`src/include/div_params.svh`:
```
`ifndef DIV_PARAMS_SVH
`define DIV_PARAMS_SVH

// Operand widths
`define DIV_N_WIDTH 16
`define DIV_D_WIDTH 8

// Rows plus columns below this count use the approximate cell
`define DIV_APPROX_DEPTH 4

// Byte offsets on the APB side
`define APB_ADDR_WIDTH 8

`endif

```
`src/source/apb_pkg.sv`:
```
`include "div_params.svh"

package apb_pkg;

  // Register map, byte offsets
  typedef enum logic [`APB_ADDR_WIDTH-1:0] {
    REG_DIVIDEND = 'h00,
    REG_DIVISOR  = 'h04,
    REG_CTRL     = 'h08,
    REG_STATUS   = 'h0C,
    REG_RESULT   = 'h10
  } apb_reg_e;

  typedef struct packed {
    logic                       psel;
    logic                       penable;
    logic                       pwrite;
    logic [`APB_ADDR_WIDTH-1:0] paddr;
    logic [31:0]                pwdata;
  } apb_req_t;

  // Full 32-bit view of the control register
  typedef struct packed {
    logic [29:0] rsvd;
    logic        approx_en;
    logic        start;      // Self-clearing
  } ctrl_reg_t;

endpackage

```
`src/source/div_pkg.sv`:
```
`include "div_params.svh"

package div_pkg;

  localparam int unsigned DIV_Q_WIDTH = `DIV_N_WIDTH - `DIV_D_WIDTH;

  typedef enum logic {
    MODE_EXACT  = 1'b0,
    MODE_APPROX = 1'b1
  } cell_mode_e;

  typedef struct packed {
    logic [`DIV_N_WIDTH-1:0] dividend;
    logic [`DIV_D_WIDTH-1:0] divisor;
    cell_mode_e              mode;
  } div_operand_t;

  typedef struct packed {
    logic div_by_zero;
    logic overflow;   // Quotient does not fit
  } div_flags_t;

  typedef struct packed {
    logic [DIV_Q_WIDTH-1:0]  quotient;
    logic [`DIV_D_WIDTH-1:0] remainder;
    div_flags_t              flags;
  } div_result_t;

endpackage

```
`src/source/apb_div_regs.sv`:
```
`include "div_params.svh"

module apb_div_regs
  import apb_pkg::*, div_pkg::*;
(
  input  logic         clk,
  input  logic         reset,
  input  apb_req_t     req,
  output logic [31:0]  prdata,
  output logic         pready,
  output logic         pslverr,
  output div_operand_t op,
  output logic         op_valid,
  input  div_result_t  res,
  input  logic         res_valid
);

  logic [`DIV_N_WIDTH-1:0] dividend_q;
  logic [`DIV_D_WIDTH-1:0] divisor_q;
  logic                    approx_en_q;
  div_result_t             result_q;
  logic                    done_q;

  apb_reg_e   addr;
  logic       access;
  logic       err;
  logic       wr_access;
  logic       rd_access;
  logic       launch;
  ctrl_reg_t  ctrl_wr;
  ctrl_reg_t  ctrl_rd;
  cell_mode_e wr_mode;

  assign access    = req.psel & req.penable;
  assign addr      = apb_reg_e'(req.paddr);
  assign wr_access = access & req.pwrite & ~err;
  assign rd_access = access & ~req.pwrite & ~err;
  assign ctrl_wr   = ctrl_reg_t'(req.pwdata);
  assign launch    = wr_access && (addr == REG_CTRL) && ctrl_wr.start;

  // A start write takes the mode written alongside it
  assign wr_mode = ctrl_wr.approx_en ? MODE_APPROX : MODE_EXACT;

  always_comb begin
    case (addr)
      REG_DIVIDEND, REG_DIVISOR, REG_CTRL: err = 1'b0;
      REG_STATUS, REG_RESULT:              err = req.pwrite; // Read only
      default:                             err = 1'b1;
    endcase
  end

  assign pready  = 1'b1;
  assign pslverr = access & err;

  always_comb begin
    ctrl_rd           = '0;
    ctrl_rd.approx_en = approx_en_q;
  end

  always_comb begin
    prdata = '0;
    if (rd_access) begin
      case (addr)
        REG_DIVIDEND: prdata = 32'(dividend_q);
        REG_DIVISOR:  prdata = 32'(divisor_q);
        REG_CTRL:     prdata = ctrl_rd;   // Start always reads back 0
        REG_STATUS: begin
          prdata = 32'({result_q.flags.overflow, result_q.flags.div_by_zero, done_q});
        end
        REG_RESULT:   prdata = 32'({result_q.remainder, result_q.quotient});
        default:      prdata = '0;
      endcase
    end
  end

  always_ff @(posedge clk) begin
    if (reset) begin
      dividend_q  <= '0;
      divisor_q   <= '0;
      approx_en_q <= 1'b0;
      op_valid    <= 1'b0;
      result_q    <= '0;
      done_q      <= 1'b0;
    end else begin
      op_valid <= launch;
      if (wr_access) begin
        case (addr)
          REG_DIVIDEND: dividend_q  <= req.pwdata[`DIV_N_WIDTH-1:0];
          REG_DIVISOR:  divisor_q   <= req.pwdata[`DIV_D_WIDTH-1:0];
          REG_CTRL:     approx_en_q <= ctrl_wr.approx_en;
          default:      ;
        endcase
      end
      if (rd_access && addr == REG_STATUS) begin
        done_q <= 1'b0;
      end
      // A new result wins over a clearing read in the same cycle
      if (res_valid) begin
        result_q <= res;
        done_q   <= 1'b1;
      end
    end
  end

  always_ff @(posedge clk) begin
    if (launch) begin
      op.dividend <= dividend_q;
      op.divisor  <= divisor_q;
      op.mode     <= wr_mode;
    end
  end

endmodule

```
`src/source/approx_div_top.sv`:
```
`include "div_params.svh"

module approx_div_top
  import apb_pkg::*, div_pkg::*;
(
  input  logic        clk,
  input  logic        reset,
  input  apb_req_t    req,
  output logic [31:0] prdata,
  output logic        pready,
  output logic        pslverr
);

  div_operand_t            op;
  logic                    op_valid;
  div_operand_t            stage_op;
  div_flags_t              stage_flags;
  logic                    stage_valid;
  logic [DIV_Q_WIDTH-1:0]  quotient;
  logic [`DIV_D_WIDTH-1:0] remainder;
  div_result_t             res;
  logic                    res_valid;

  apb_div_regs regs_i (
    .clk       (clk),
    .reset     (reset),
    .req       (req),
    .prdata    (prdata),
    .pready    (pready),
    .pslverr   (pslverr),
    .op        (op),
    .op_valid  (op_valid),
    .res       (res),
    .res_valid (res_valid)
  );

  div_operand_stage operand_i (
    .clk         (clk),
    .reset       (reset),
    .op          (op),
    .op_valid    (op_valid),
    .stage_op    (stage_op),
    .stage_flags (stage_flags),
    .stage_valid (stage_valid)
  );

  div_array_triangular array_i (
    .stage_op  (stage_op),
    .quotient  (quotient),
    .remainder (remainder)
  );

  div_result_stage result_i (
    .clk         (clk),
    .reset       (reset),
    .quotient    (quotient),
    .remainder   (remainder),
    .stage_flags (stage_flags),
    .stage_valid (stage_valid),
    .res         (res),
    .res_valid   (res_valid)
  );

endmodule

```
`src/source/div_array_triangular.sv`:
```
`include "div_params.svh"

module div_cell_exact (
  input  logic x,
  input  logic y,
  input  logic bin,
  input  logic qs,
  output logic r_sub,
  output logic bout
);

  logic diff;

  assign diff  = x ^ y ^ bin;
  assign bout  = (~x & y) | (~(x ^ y) & bin);
  assign r_sub = qs ? diff : x; // Restore when the row does not subtract

endmodule

module div_cell_approx (
  input  logic x,
  input  logic y,
  input  logic bin,
  input  logic qs,
  output logic r_sub,
  output logic bout
);

  logic diff;

  // Wrong only for x=1,y=0,bin=1 and x=1,y=1,bin=1
  assign diff  = (~x & (y ^ bin)) | (x & ~y);
  assign bout  = (~x & y) | (~(x ^ y) & bin);
  assign r_sub = qs ? diff : x;

endmodule

module div_array_triangular
  import div_pkg::*;
(
  input  div_operand_t            stage_op,
  output logic [DIV_Q_WIDTH-1:0]  quotient,
  output logic [`DIV_D_WIDTH-1:0] remainder
);

  localparam int QW = DIV_Q_WIDTH;
  localparam int DW = `DIV_D_WIDTH;

  logic use_approx;

  assign use_approx = (stage_op.mode == MODE_APPROX);

  // Row QW-1 is evaluated first, row 0 leaves the remainder
  for (genvar i = 0; i < QW; i++) begin : row
    logic q_bit;
    logic top_bit;

    for (genvar j = 0; j < DW; j++) begin : col
      logic x;
      logic bin;
      logic r_sub;
      logic bout;

      if (i == QW - 1) begin : g_x_top
        assign x = stage_op.dividend[i + j];
      end else if (j == 0) begin : g_x_new
        assign x = stage_op.dividend[i];  // Next dividend bit shifted in
      end else begin : g_x_rem
        assign x = row[i + 1].col[j - 1].r_sub;
      end

      if (j == 0) begin : g_bin_first
        assign bin = 1'b0;
      end else begin : g_bin_ripple
        assign bin = col[j - 1].bout;
      end

      if (i + j < `DIV_APPROX_DEPTH) begin : g_tri
        logic r_ex;
        logic r_ap;

        // Borrow is the same in both cells
        div_cell_exact u_exact (
          .x     (x),
          .y     (stage_op.divisor[j]),
          .bin   (bin),
          .qs    (q_bit),
          .r_sub (r_ex),
          .bout  (bout)
        );

        div_cell_approx u_approx (
          .x     (x),
          .y     (stage_op.divisor[j]),
          .bin   (bin),
          .qs    (q_bit),
          .r_sub (r_ap),
          .bout  ()
        );

        assign r_sub = use_approx ? r_ap : r_ex;
      end else begin : g_exact
        div_cell_exact u_exact (
          .x     (x),
          .y     (stage_op.divisor[j]),
          .bin   (bin),
          .qs    (q_bit),
          .r_sub (r_sub),
          .bout  (bout)
        );
      end

      if (i == 0) begin : g_rem
        assign remainder[j] = r_sub;
      end
    end

    if (i == QW - 1) begin : g_top_msb
      assign top_bit = stage_op.dividend[i + DW];
    end else begin : g_top_rem
      assign top_bit = row[i + 1].col[DW - 1].r_sub;
    end

    // Subtract when the carried-in top bit is set or no borrow leaves the row
    assign q_bit       = top_bit | ~col[DW - 1].bout;
    assign quotient[i] = q_bit;
  end

endmodule

```
`src/source/div_operand_stage.sv`:
```
`include "div_params.svh"

module div_operand_stage
  import div_pkg::*;
(
  input  logic         clk,
  input  logic         reset,
  input  div_operand_t op,
  input  logic         op_valid,
  output div_operand_t stage_op,
  output div_flags_t   stage_flags,
  output logic         stage_valid
);

  div_flags_t flags;

  always_comb begin
    flags.div_by_zero = (op.divisor == '0);
    // Upper dividend byte must stay below the divisor for the quotient to fit
    flags.overflow = (op.dividend[`DIV_N_WIDTH-1 -: `DIV_D_WIDTH] >= op.divisor);
  end

  always_ff @(posedge clk) begin
    if (reset) begin
      stage_valid <= 1'b0;
    end else begin
      stage_valid <= op_valid;
    end
  end

  always_ff @(posedge clk) begin
    if (op_valid) begin
      stage_op    <= op;
      stage_flags <= flags;
    end
  end

endmodule

```
`src/source/div_result_stage.sv`:
```
`include "div_params.svh"

module div_result_stage
  import div_pkg::*;
(
  input  logic                    clk,
  input  logic                    reset,
  input  logic [DIV_Q_WIDTH-1:0]  quotient,
  input  logic [`DIV_D_WIDTH-1:0] remainder,
  input  div_flags_t              stage_flags,
  input  logic                    stage_valid,
  output div_result_t             res,
  output logic                    res_valid
);

  always_ff @(posedge clk) begin
    if (reset) begin
      res_valid <= 1'b0;
    end else begin
      res_valid <= stage_valid; // One cycle per launched op
    end
  end

  // Array output is kept as is, even when a flag is set
  always_ff @(posedge clk) begin
    if (stage_valid) begin
      res.quotient  <= quotient;
      res.remainder <= remainder;
      res.flags     <= stage_flags;
    end
  end

endmodule

```
`config.mk`:
```
export PLATFORM = sky130hd
export DESIGN_NAME = approx_div_top
export DESIGN_NICKNAME = d
export VERILOG_FILES = /design/src/source/apb_pkg.sv /design/src/source/div_pkg.sv /design/src/source/apb_div_regs.sv /design/src/source/approx_div_top.sv /design/src/source/div_array_triangular.sv /design/src/source/div_operand_stage.sv /design/src/source/div_result_stage.sv
export VERILOG_INCLUDE_DIRS = /design/src /design/src/include
export SDC_FILE = /design/constraint.sdc
export NUM_CORES = 1
export LEC_CHECK = 0
export BUFFER_PORTS_ARGS = -buffer_cell sky130_fd_sc_hd__buf_2
export CAP_MARGIN = 20
export CORE_ASPECT_RATIO = 0.8
export CORE_UTILIZATION = 38
export CTS_BUF_LIST = sky130_fd_sc_hd__clkbuf_4
export CTS_CLUSTER_DIAMETER = 40
export DETAILED_ROUTE_END_ITERATION = 16
export PLACE_DENSITY = 0.6
export SYNTH_ARGS = -nofsm -noshare
export SYNTH_HDL_FRONTEND = slang
export SYNTH_HIERARCHICAL = 1
export SYNTH_SLANG_ARGS = --single-unit
```
`constraint.sdc`:
```
create_clock -name clk -period 53.3 [get_ports clk]
set_clock_uncertainty 0.05 [all_clocks]
set_input_delay 2.665 -clock clk [delete_from_list [all_inputs] [get_ports clk]]
set_output_delay 2.665 -clock clk [all_outputs]
set_load 0.01 [all_outputs]
```
==> results.py, run 1 <==
metrics = {
    "die": {
        "num_rows": 45,
        "start_util": 0.394,
        "coreArea_mm2": 0.0192,
        "die_w_um": 160,
        "die_y_um": 128,
        "io_pins": 79,
        "dieArea_mm2": 0.0205,
    },
    "place": {
        "globalplace.congestion": 0.843,
        "place_area_mm2": 0.00794,
        "dpl.hpwl_um": 11200,
        "port_buffers": 45,
    },
    "clock_network": {
        "cts_sinks": 117,
        "clockBufferDepth": 2,
        "cts_max_level": 4,
        "cts_root_buffer": "clkbuf_4",
        "clk_latency_ns": 0.52,
        "cts_resized": 0,
        "cts_tree": "yes",
        "hold_buffers": 0,
        "cts_setup_buffers": 0,
        "cts_made_buffers": 17,
        "cts.reportedPaths.clkPinSlew_ns": 0.11,
    },
    "timing": {
        "slew_headroom": 0.357,
        "post-route-min-period_ns": 31.39,
        "worst_pin_slew_ns": 0.965,
        "max_freq_ghz": 0.0319,
        "report.final.slew_viol_count": 0,
        "rsz0062_at_grt": "false",
        "finalSetupViolCount": 0,
        "finalCritPeriodShare": 0.589,
        "fin_tns_setup_ns": 0,
        "finalHoldViolCount": 0,
    },
    "critical_path": {
        "ff2ff_setup_slack_ns": 21.91,
        "cp.arrival_ns": 31.63,
        "critPathLaunchType": "register",
        "slowest_delay_ns": 0.59,
        "crit_required_ns": 53.53,
        "cp-end-kind": "register",
        "path_max_fanout": 17,
        "cp_slowest_cell": "nand2b_1",
        "crit_top_cell": "fa_1",
        "crit_type": "reg -> reg",
    },
    "synth": {
        "synth_warnings": 6,
        "syn_area_mm2": 0.00756,
        "synthCells": 651,
        "syn_avg_cell_area_um2": 11.6,
    },
    "route": {
        "post_drt_wl_per_cell_um": 15.7,
        "via_count": 4767,
        "ant_nets": 0,
        "wl_um": 15200,
        "drt_iter0_markers": 358,
        "drc": 0,
        "firstDrtPassIters": 5,
        "viasPerCell": 4.90,
    },
    "global_route": {
        "grt_pass1_vias": 4674,
        "grt_overflow_total": 0,
        "grt_antenna_before_repair": 0,
        "grt_pass1_wl_um": 24500,
        "grt_max_degree": 64,
        "grt_util_all_layers": 0.156,
    },
    "hold_path": {
        "hold_path.class": "reg -> reg",
    },
    "cells_and_area": {
        "syn_to_final_growth_pct": 8.82,
        "fin_area_mm2": 0.00823,
        "diodes": 0,
        "nets": 819,
        "final_layout_size_suffix_gt1_frac": 0.148,
    },
    "run_status": {
        "status": "complete, no violations",
    },
    "power_and_ir_drop": {
        "power_mw": 0.190,
        "p_per_area_mw_per_mm2": 23.1,
        "ir_drop_v": 0.0000146,
        "p_leak_nw": 3.69,
    },
    "job": {
        "drv_cap": 0,
    },
}
-- cell usage in the layout (no fill, tap or decap), drive strengths merged, types with 3 or more instances in the layout --
master	count
mux2i	96
inv	84
edfxtp	70
fa	64
nor2	51
buf	51
nand2b	50
dfxtp	47
conb	33
a21oi	30
mux2	30
clkbuf	20
nand3	15
o21ai	12
a22oi	10
ha	8
clkinv	8
nor4	4
bufinv	3
a21o	3
-- metal layers --
| metal | part of all wire | global-route usage | up-vias |
|---|---|---|---|
| met4 | 0.012 | 0.0469 | 0 |
| li1 | - | - | 2255 |
| met1 | 0.49 | 0.219 | 2335 |
| met2 | 0.44 | 0.240 | 155 |
| met5 | 0 | 0 | - |
| met3 | 0.059 | 0.0362 | 22 |
-- worst max-delay path, delay by kind of cell (launching register included) --
kind	cells	cell delay, ns
DFF	1	0.37
adders and majority gates	57	22.55
AOI/OAI and AO/OA	9	1.55
and+or+nand+nor	10	4.14
buffers and inverters	8	0.76
muxes	7	1.68
-- state kept, by name (all words and copies together) (netlist names), 2 cells and up --
register,flops
operand_i/stage_flags,2
result_i/res,18
regs_i/divisor_q,8
regs_i/dividend_q,16
operand_i/stage_op,25
regs_i/result_q,18
regs_i/op,25
-- worst paths after layout --
check	from	end	cells after the start
setup / recovery	operand_i/stage_op[1]	result_i/res[3]	91
hold / removal	operand_i/stage_flags[0]	result_i/res[0]	0
setup reg to reg	operand_i/stage_op[1]	result_i/res[3]	91
hold reg to reg	operand_i/stage_flags[0]	result_i/res[0]	0
-- layout make-up --
class	count	area (um2)
sequential	117	3040
clock inverter	12	138
fill	1805	11000
tap	258	323
inverter	83	312
timing repair buffer	51	270
clock buffer	20	150
multi-input combinational	432	3990
-- power by group --
group	internal, mW	leakage (nW)	switching (mW)
logic	0.0125	2.39	0.0166
registers	0.0952	1.13	0.00000933
clock network	0.0334	0.163	0.0326
-- per-stage QoR --
stage / setup slack, ns / util / hold WS (ns) / instances
final: 21.91 / 0.428 / 0.368 / 973
after global routing: 20.18 / 0.428 / 0.361 / 973
after floorplan: 24.13 / - / 0.350 / 681
after global placement: 22.10 / 0.413 / 0.359 / 941
after detailed placement: 21.74 / 0.413 / 0.355 / 941
after CTS: 21.60 / 0.428 / 0.369 / 973
No activity file was read; power rests on OpenSTA's default activity.
==> inputs of run 2 (changes only) <==
ABC_AREA = 1   (was default)
clock period = 32.3 ns   (was 53.3 ns; I/O delays follow)
==> results.py, run 2 <==
metrics = {
    "die": {
        "num_rows": 47,
        "start_util": 0.392,
        "io_pins": 79,
        "die_y_um": 133,
        "dieArea_mm2": 0.0222,
        "coreArea_mm2": 0.0209,
        "die_w_um": 166,
    },
    "timing": {
        "finalSetupViolCount": 0,
        "finalHoldViolCount": 0,
        "post-route-min-period_ns": 29.65,
        "fin_tns_setup_ns": 0,
        "slew_headroom": 0.419,
        "max_freq_ghz": 0.0337,
        "rsz0062_at_grt": "false",
        "worst_pin_slew_ns": 0.871,
        "report.final.slew_viol_count": 0,
        "fin_ws_ns": 2.65,
        "finalCritPeriodShare": 0.918,
    },
    "place": {
        "dpl.hpwl_um": 12700,
        "port_buffers": 45,
        "place_area_mm2": 0.00859,
        "dp_slack_ns": 2.35,
        "globalplace.congestion": 0.807,
    },
    "critical_path": {
        "crit_type": "reg -> reg",
        "critPathLaunchType": "register",
        "cp.depth": 109,
        "critPathBufInv": 16,
        "r2r_start": "operand_i/stage_op[1]",
        "slowest_delay_ns": 0.76,
        "r2r-end": "result_i/res[3]",
        "worst_r2r_path_depth": 109,
        "crit_end": "result_i/res[3]",
        "path_max_fanout": 23,
        "cp_slowest_cell": "edfxtp_1",
        "cp.arrival_ns": 29.86,
        "crit_top_cell": "fa_1",
        "cp-end-kind": "register",
        "critPathTopFamily": "adder cells",
        "ff2ff_setup_slack_ns": 2.65,
        "cp-startpoint": "operand_i/stage_op[1]",
        "crit_required_ns": 32.51,
    },
    "power_and_ir_drop": {
        "p_per_area_mw_per_mm2": 41.7,
        "ir_drop_v": 0.0000261,
        "p_leak_nw": 5.00,
        "switchingPower_mw": 0.122,
        "swShare": 0.329,
        "pwr-share-seq": 0.431,
        "p_int_mw": 0.249,
        "power_frac_comb": 0.267,
        "clkPwrFrac": 0.302,
    },
    "cells_and_area": {
        "final_layout_size_suffix_gt1_frac": 0.107,
        "diodes": 0,
        "fin_area_mm2": 0.00890,
        "nets": 1258,
        "largestRegisters": "operand_i/stage_op (25), regs_i/op (25)",
        "layout_commonest_cell": "nand2_1",
        "syn_to_final_growth_pct": 8.40,
        "mostFrequentLayoutCells": "nand2_1, inv_1, nor2_1, edfxtp_1, fa_1",
    },
    "global_route": {
        "grt_max_degree": 30,
        "grt_pass1_vias": 5623,
        "grt_overflow_total": 0,
        "grt_pass1_wl_um": 28200,
        "grt_util_all_layers": 0.163,
        "grt_antenna_before_repair": 0,
    },
    "clock_network": {
        "cts_root_buffer": "clkbuf_4",
        "cts_made_buffers": 17,
        "clockBufferDepth": 2,
        "cts_resized": 0,
        "cts.reportedPaths.clkPinSlew_ns": 0.11,
        "cts_sinks": 117,
        "cts_max_level": 4,
        "cts_setup_buffers": 0,
        "cts_tree": "yes",
        "hold_buffers": 0,
        "clk_latency_ns": 0.51,
    },
    "route": {
        "drc": 0,
        "wl_um": 16800,
        "ant_nets": 0,
        "via_count": 6093,
        "firstDrtPassIters": 5,
        "viasPerCell": 4.28,
        "drt_iter0_markers": 495,
        "post_drt_wl_per_cell_um": 11.8,
    },
    "synth": {
        "synthCells": 1089,
        "synth_warnings": 6,
        "syn_area_mm2": 0.00821,
        "syn_avg_cell_area_um2": 7.54,
    },
    "run_status": {
        "status": "complete, no violations",
    },
    "job": {
        "drv_cap": 0,
    },
    "hold_path": {
        "hold_path.class": "reg -> reg",
    },
}
## run 2: worst register-to-register path, delay by kind of cell, from the launching register on
family                   cells  cell delay, ns
AND/OR/NAND/NOR             36            4.04
adder cells (fa/ha/maj)     57           22.51
buffers and inverters       16            2.10
flip-flops                   1            0.76
## run 2: layer usage
layer | vias to the layer above | share of wire | global-route usage
met3 | 12 | 0.042 | 0.0309
met1 | 2757 | 0.53 | 0.242
met4 | 0 | 0.0056 | 0.0319
met2 | 122 | 0.43 | 0.246
met5 | - | 0 | 0
li1 | 3202 | - | -
## run 2: area by class of cell
class                           count  area [um2]
Multi-Input combinational cell    665        3850
Clock inverter                     15         178
Fill cell                        2157       12000
Tap cell                          269         337
Inverter                          286        1070
Sequential cell                   117        3040
Clock buffer                       17         128
Timing Repair Buffer               54         293
## run 2: through the flow
stage          total power, mW  hold slack, ns  instances   util
2_1_floorplan            0.257           0.350       1115      -
3_3_place_gp             0.259           0.351       1391  0.410
3_5_place_dp             0.263           0.356       1391  0.410
4_1_cts                  0.375           0.376       1423  0.425
5_1_grt                  0.401           0.387       1423  0.425
6_report                 0.371           0.380       1423  0.425
## run 2: worst min-delay path by stage
stage	start	end	slack, ns	depth (start not counted)
CTS	operand_i/stage_flags[0]	result_i/res[0]	0.38	0
global route	operand_i/stage_flags[0]	result_i/res[0]	0.39	0
finish	operand_i/stage_flags[0]	result_i/res[0]	0.38	0
detailed placement	regs_i/op[15]	operand_i/stage_op[15]	0.36	0
global placement	operand_i/stage_flags[1]	result_i/res[1]	0.35	0
floorplan	regs_i/op[0]	operand_i/stage_op[0]	0.35	0
## run 2: power groups by stage
| stage | logic, mW | registers, mW | clock network (mW) |
|---|---|---|---|
| 3_3_place_gp | 0.0958 | 0.163 | 0 |
| 5_1_grt | 0.120 | 0.160 | 0.121 |
| 3_5_place_dp | 0.0997 | 0.163 | 0 |
| 2_1_floorplan | 0.0935 | 0.163 | 0 |
| 4_1_cts | 0.101 | 0.160 | 0.114 |
| 6_report | 0.0993 | 0.160 | 0.112 |
==> inputs of run 3 (changes only) <==
BUFFER_PORTS_ARGS = default   (was -buffer_cell sky130_fd_sc_hd__buf_2)
DONT_BUFFER_PORTS = 1   (was default)
PLACE_DENSITY = 0.57   (was 0.6)
==> results.py, run 3 (synthesized netlist as in run 2, its figures left out) <==
metrics = {
    "cells_and_area": {
        "layout_commonest_cell": "nand2_1",
        "diodes": 0,
        "fin_cells": 1378,
        "largestRegisters": "operand_i/stage_op (25), regs_i/op (25)",
        "mostFrequentLayoutCells": "nand2_1, inv_1, nor2_1, edfxtp_1, fa_1",
        "fill_cells": 2162,
        "final_util": 0.414,
        "nets": 1213,
        "syn_to_final_growth_pct": 5.67,
        "final_layout_size_suffix_gt1_frac": 0.0712,
    },
    "die": {
        "io_pins": 79,
        "start_util": 0.392,
        "dieArea_mm2": 0.0222,
        "coreArea_mm2": 0.0209,
        "die_y_um": 133,
        "die_w_um": 166,
        "num_rows": 47,
    },
    "power_and_ir_drop": {
        "ir_drop_v": 0.0000290,
        "p_leak_nw": 4.79,
        "p_per_area_mw_per_mm2": 42.3,
    },
    "route": {
        "drc": 0,
        "firstDrtPassIters": 5,
        "post_drt_wl_per_cell_um": 12.2,
        "drt_iter0_markers": 465,
        "wl_um": 16900,
        "viasPerCell": 4.27,
        "via_count": 5882,
        "ant_nets": 0,
    },
    "timing": {
        "finalHoldViolCount": 0,
        "worst_pin_slew_ns": 0.891,
        "rsz0062_at_grt": "false",
        "whs_ns": 0.372,
        "slew_headroom": 0.405,
        "max_freq_ghz": 0.0337,
        "fin_ws_ns": 2.67,
        "finalSetupViolCount": 0,
        "post-route-min-period_ns": 29.63,
        "finalCritPeriodShare": 0.917,
        "fin_tns_setup_ns": 0,
        "report.final.slew_viol_count": 0,
    },
    "clock_network": {
        "clockBufferDepth": 2,
        "cts_root_buffer": "clkbuf_4",
        "cts_tree": "yes",
        "cts_sinks": 117,
        "hold_buffers": 0,
        "cts_made_buffers": 17,
        "cts.reportedPaths.clkPinSlew_ns": 0.12,
        "cts_resized": 0,
        "clk_latency_ns": 0.50,
        "cts_setup_buffers": 0,
        "cts_max_level": 4,
    },
    "critical_path": {
        "crit_top_cell": "fa_1",
        "ff2ff_setup_slack_ns": 2.67,
        "crit_required_ns": 32.51,
        "slowest_delay_ns": 0.77,
        "path_max_fanout": 25,
        "crit_end": "result_i/res[4]",
        "critPathTopFamily": "adder cells",
        "critPathBufInv": 14,
        "worst_r2r_path_depth": 107,
        "cp_slowest_cell": "edfxtp_1",
        "critPathLaunchType": "register",
        "cp.arrival_ns": 29.84,
        "cp-startpoint": "operand_i/stage_op[1]",
        "cp.depth": 107,
        "crit_type": "reg -> reg",
        "r2r-end": "result_i/res[4]",
        "cp-end-kind": "register",
        "r2r_start": "operand_i/stage_op[1]",
    },
    "global_route": {
        "grt_antenna_before_repair": 0,
        "grt_pass1_vias": 5357,
        "grt_overflow_total": 0,
        "grt_util_all_layers": 0.161,
        "grt_pass1_wl_um": 27600,
        "grt_max_degree": 29,
    },
    "hold_path": {
        "hold_path.class": "reg -> reg",
    },
    "place": {
        "dp_cells": 1346,
        "dp_slack_ns": 2.38,
        "dpl.hpwl_um": 12600,
        "port_buffers": 0,
        "globalplace.congestion": 0.826,
    },
    "job": {
        "drv_cap": 0,
    },
    "run_status": {
        "status": "complete, no violations",
    },
}
[run 3: cell types whose count changed in the layout (fill, tap and decap cells not counted), sizes merged]
cell / before / now
buf: 54 / 9
clkinv: 6 / 7
clkinvlp: 1 / 2
inv: 291 / 289
[run 3: metal layers]
metal | vias to the layer above | global-route usage | wire length, um
li1 | 3116 | - | -
met1 | 2630 | 0.240 | 8640
met2 | 122 | 0.237 | 7180
met3 | 14 | 0.0380 | 884
met4 | 0 | 0.0350 | 150
met5 | - | 0 | 0
[run 3: worst min path at each step]
stage / start / slack (ns) / cells after the start / endpoint
after floorplan: regs_i/op[0] / 0.35 / 0 / operand_i/stage_op[0]
after global placement: regs_i/op[16] / 0.35 / 0 / operand_i/stage_op[16]
after detailed placement: operand_i/stage_flags[1] / 0.35 / 0 / result_i/res[1]
after CTS: operand_i/stage_flags[1] / 0.37 / 0 / result_i/res[1]
after global routing: regs_i/op[12] / 0.38 / 0 / operand_i/stage_op[12]
final: operand_i/stage_flags[1] / 0.37 / 0 / result_i/res[1]
[run 3: layout make-up]
cell class,instances,area (um2),share of cell area
multi-input cells,665,3850,0.443
clock inverters,15,179,0.0206
well taps,269,337,0.0388
repair buffers,9,67.6,0.00779
clock buffers,17,128,0.0147
inverters,286,1070,0.124
flip-flops and latches,117,3040,0.351
[run 3: power breakdown]
group | leakage (nW) | internal [mW] | switching, mW
Clock | 0.158 | 0.0542 | 0.0582
Combinational | 3.62 | 0.0326 | 0.0617
Sequential | 1.01 | 0.160 | 0.0000146
Total | 4.79 | 0.247 | 0.120
[run 3: per-stage QoR]
| step | total power, mW | instance area, um2 |
|---|---|---|
| after global routing | 0.398 | 8670 |
| after CTS | 0.372 | 8670 |
| final | 0.367 | 8670 |
| after detailed placement | 0.259 | 8370 |
| after global placement | 0.257 | 8370 |
| after floorplan | 0.257 | 8310 |
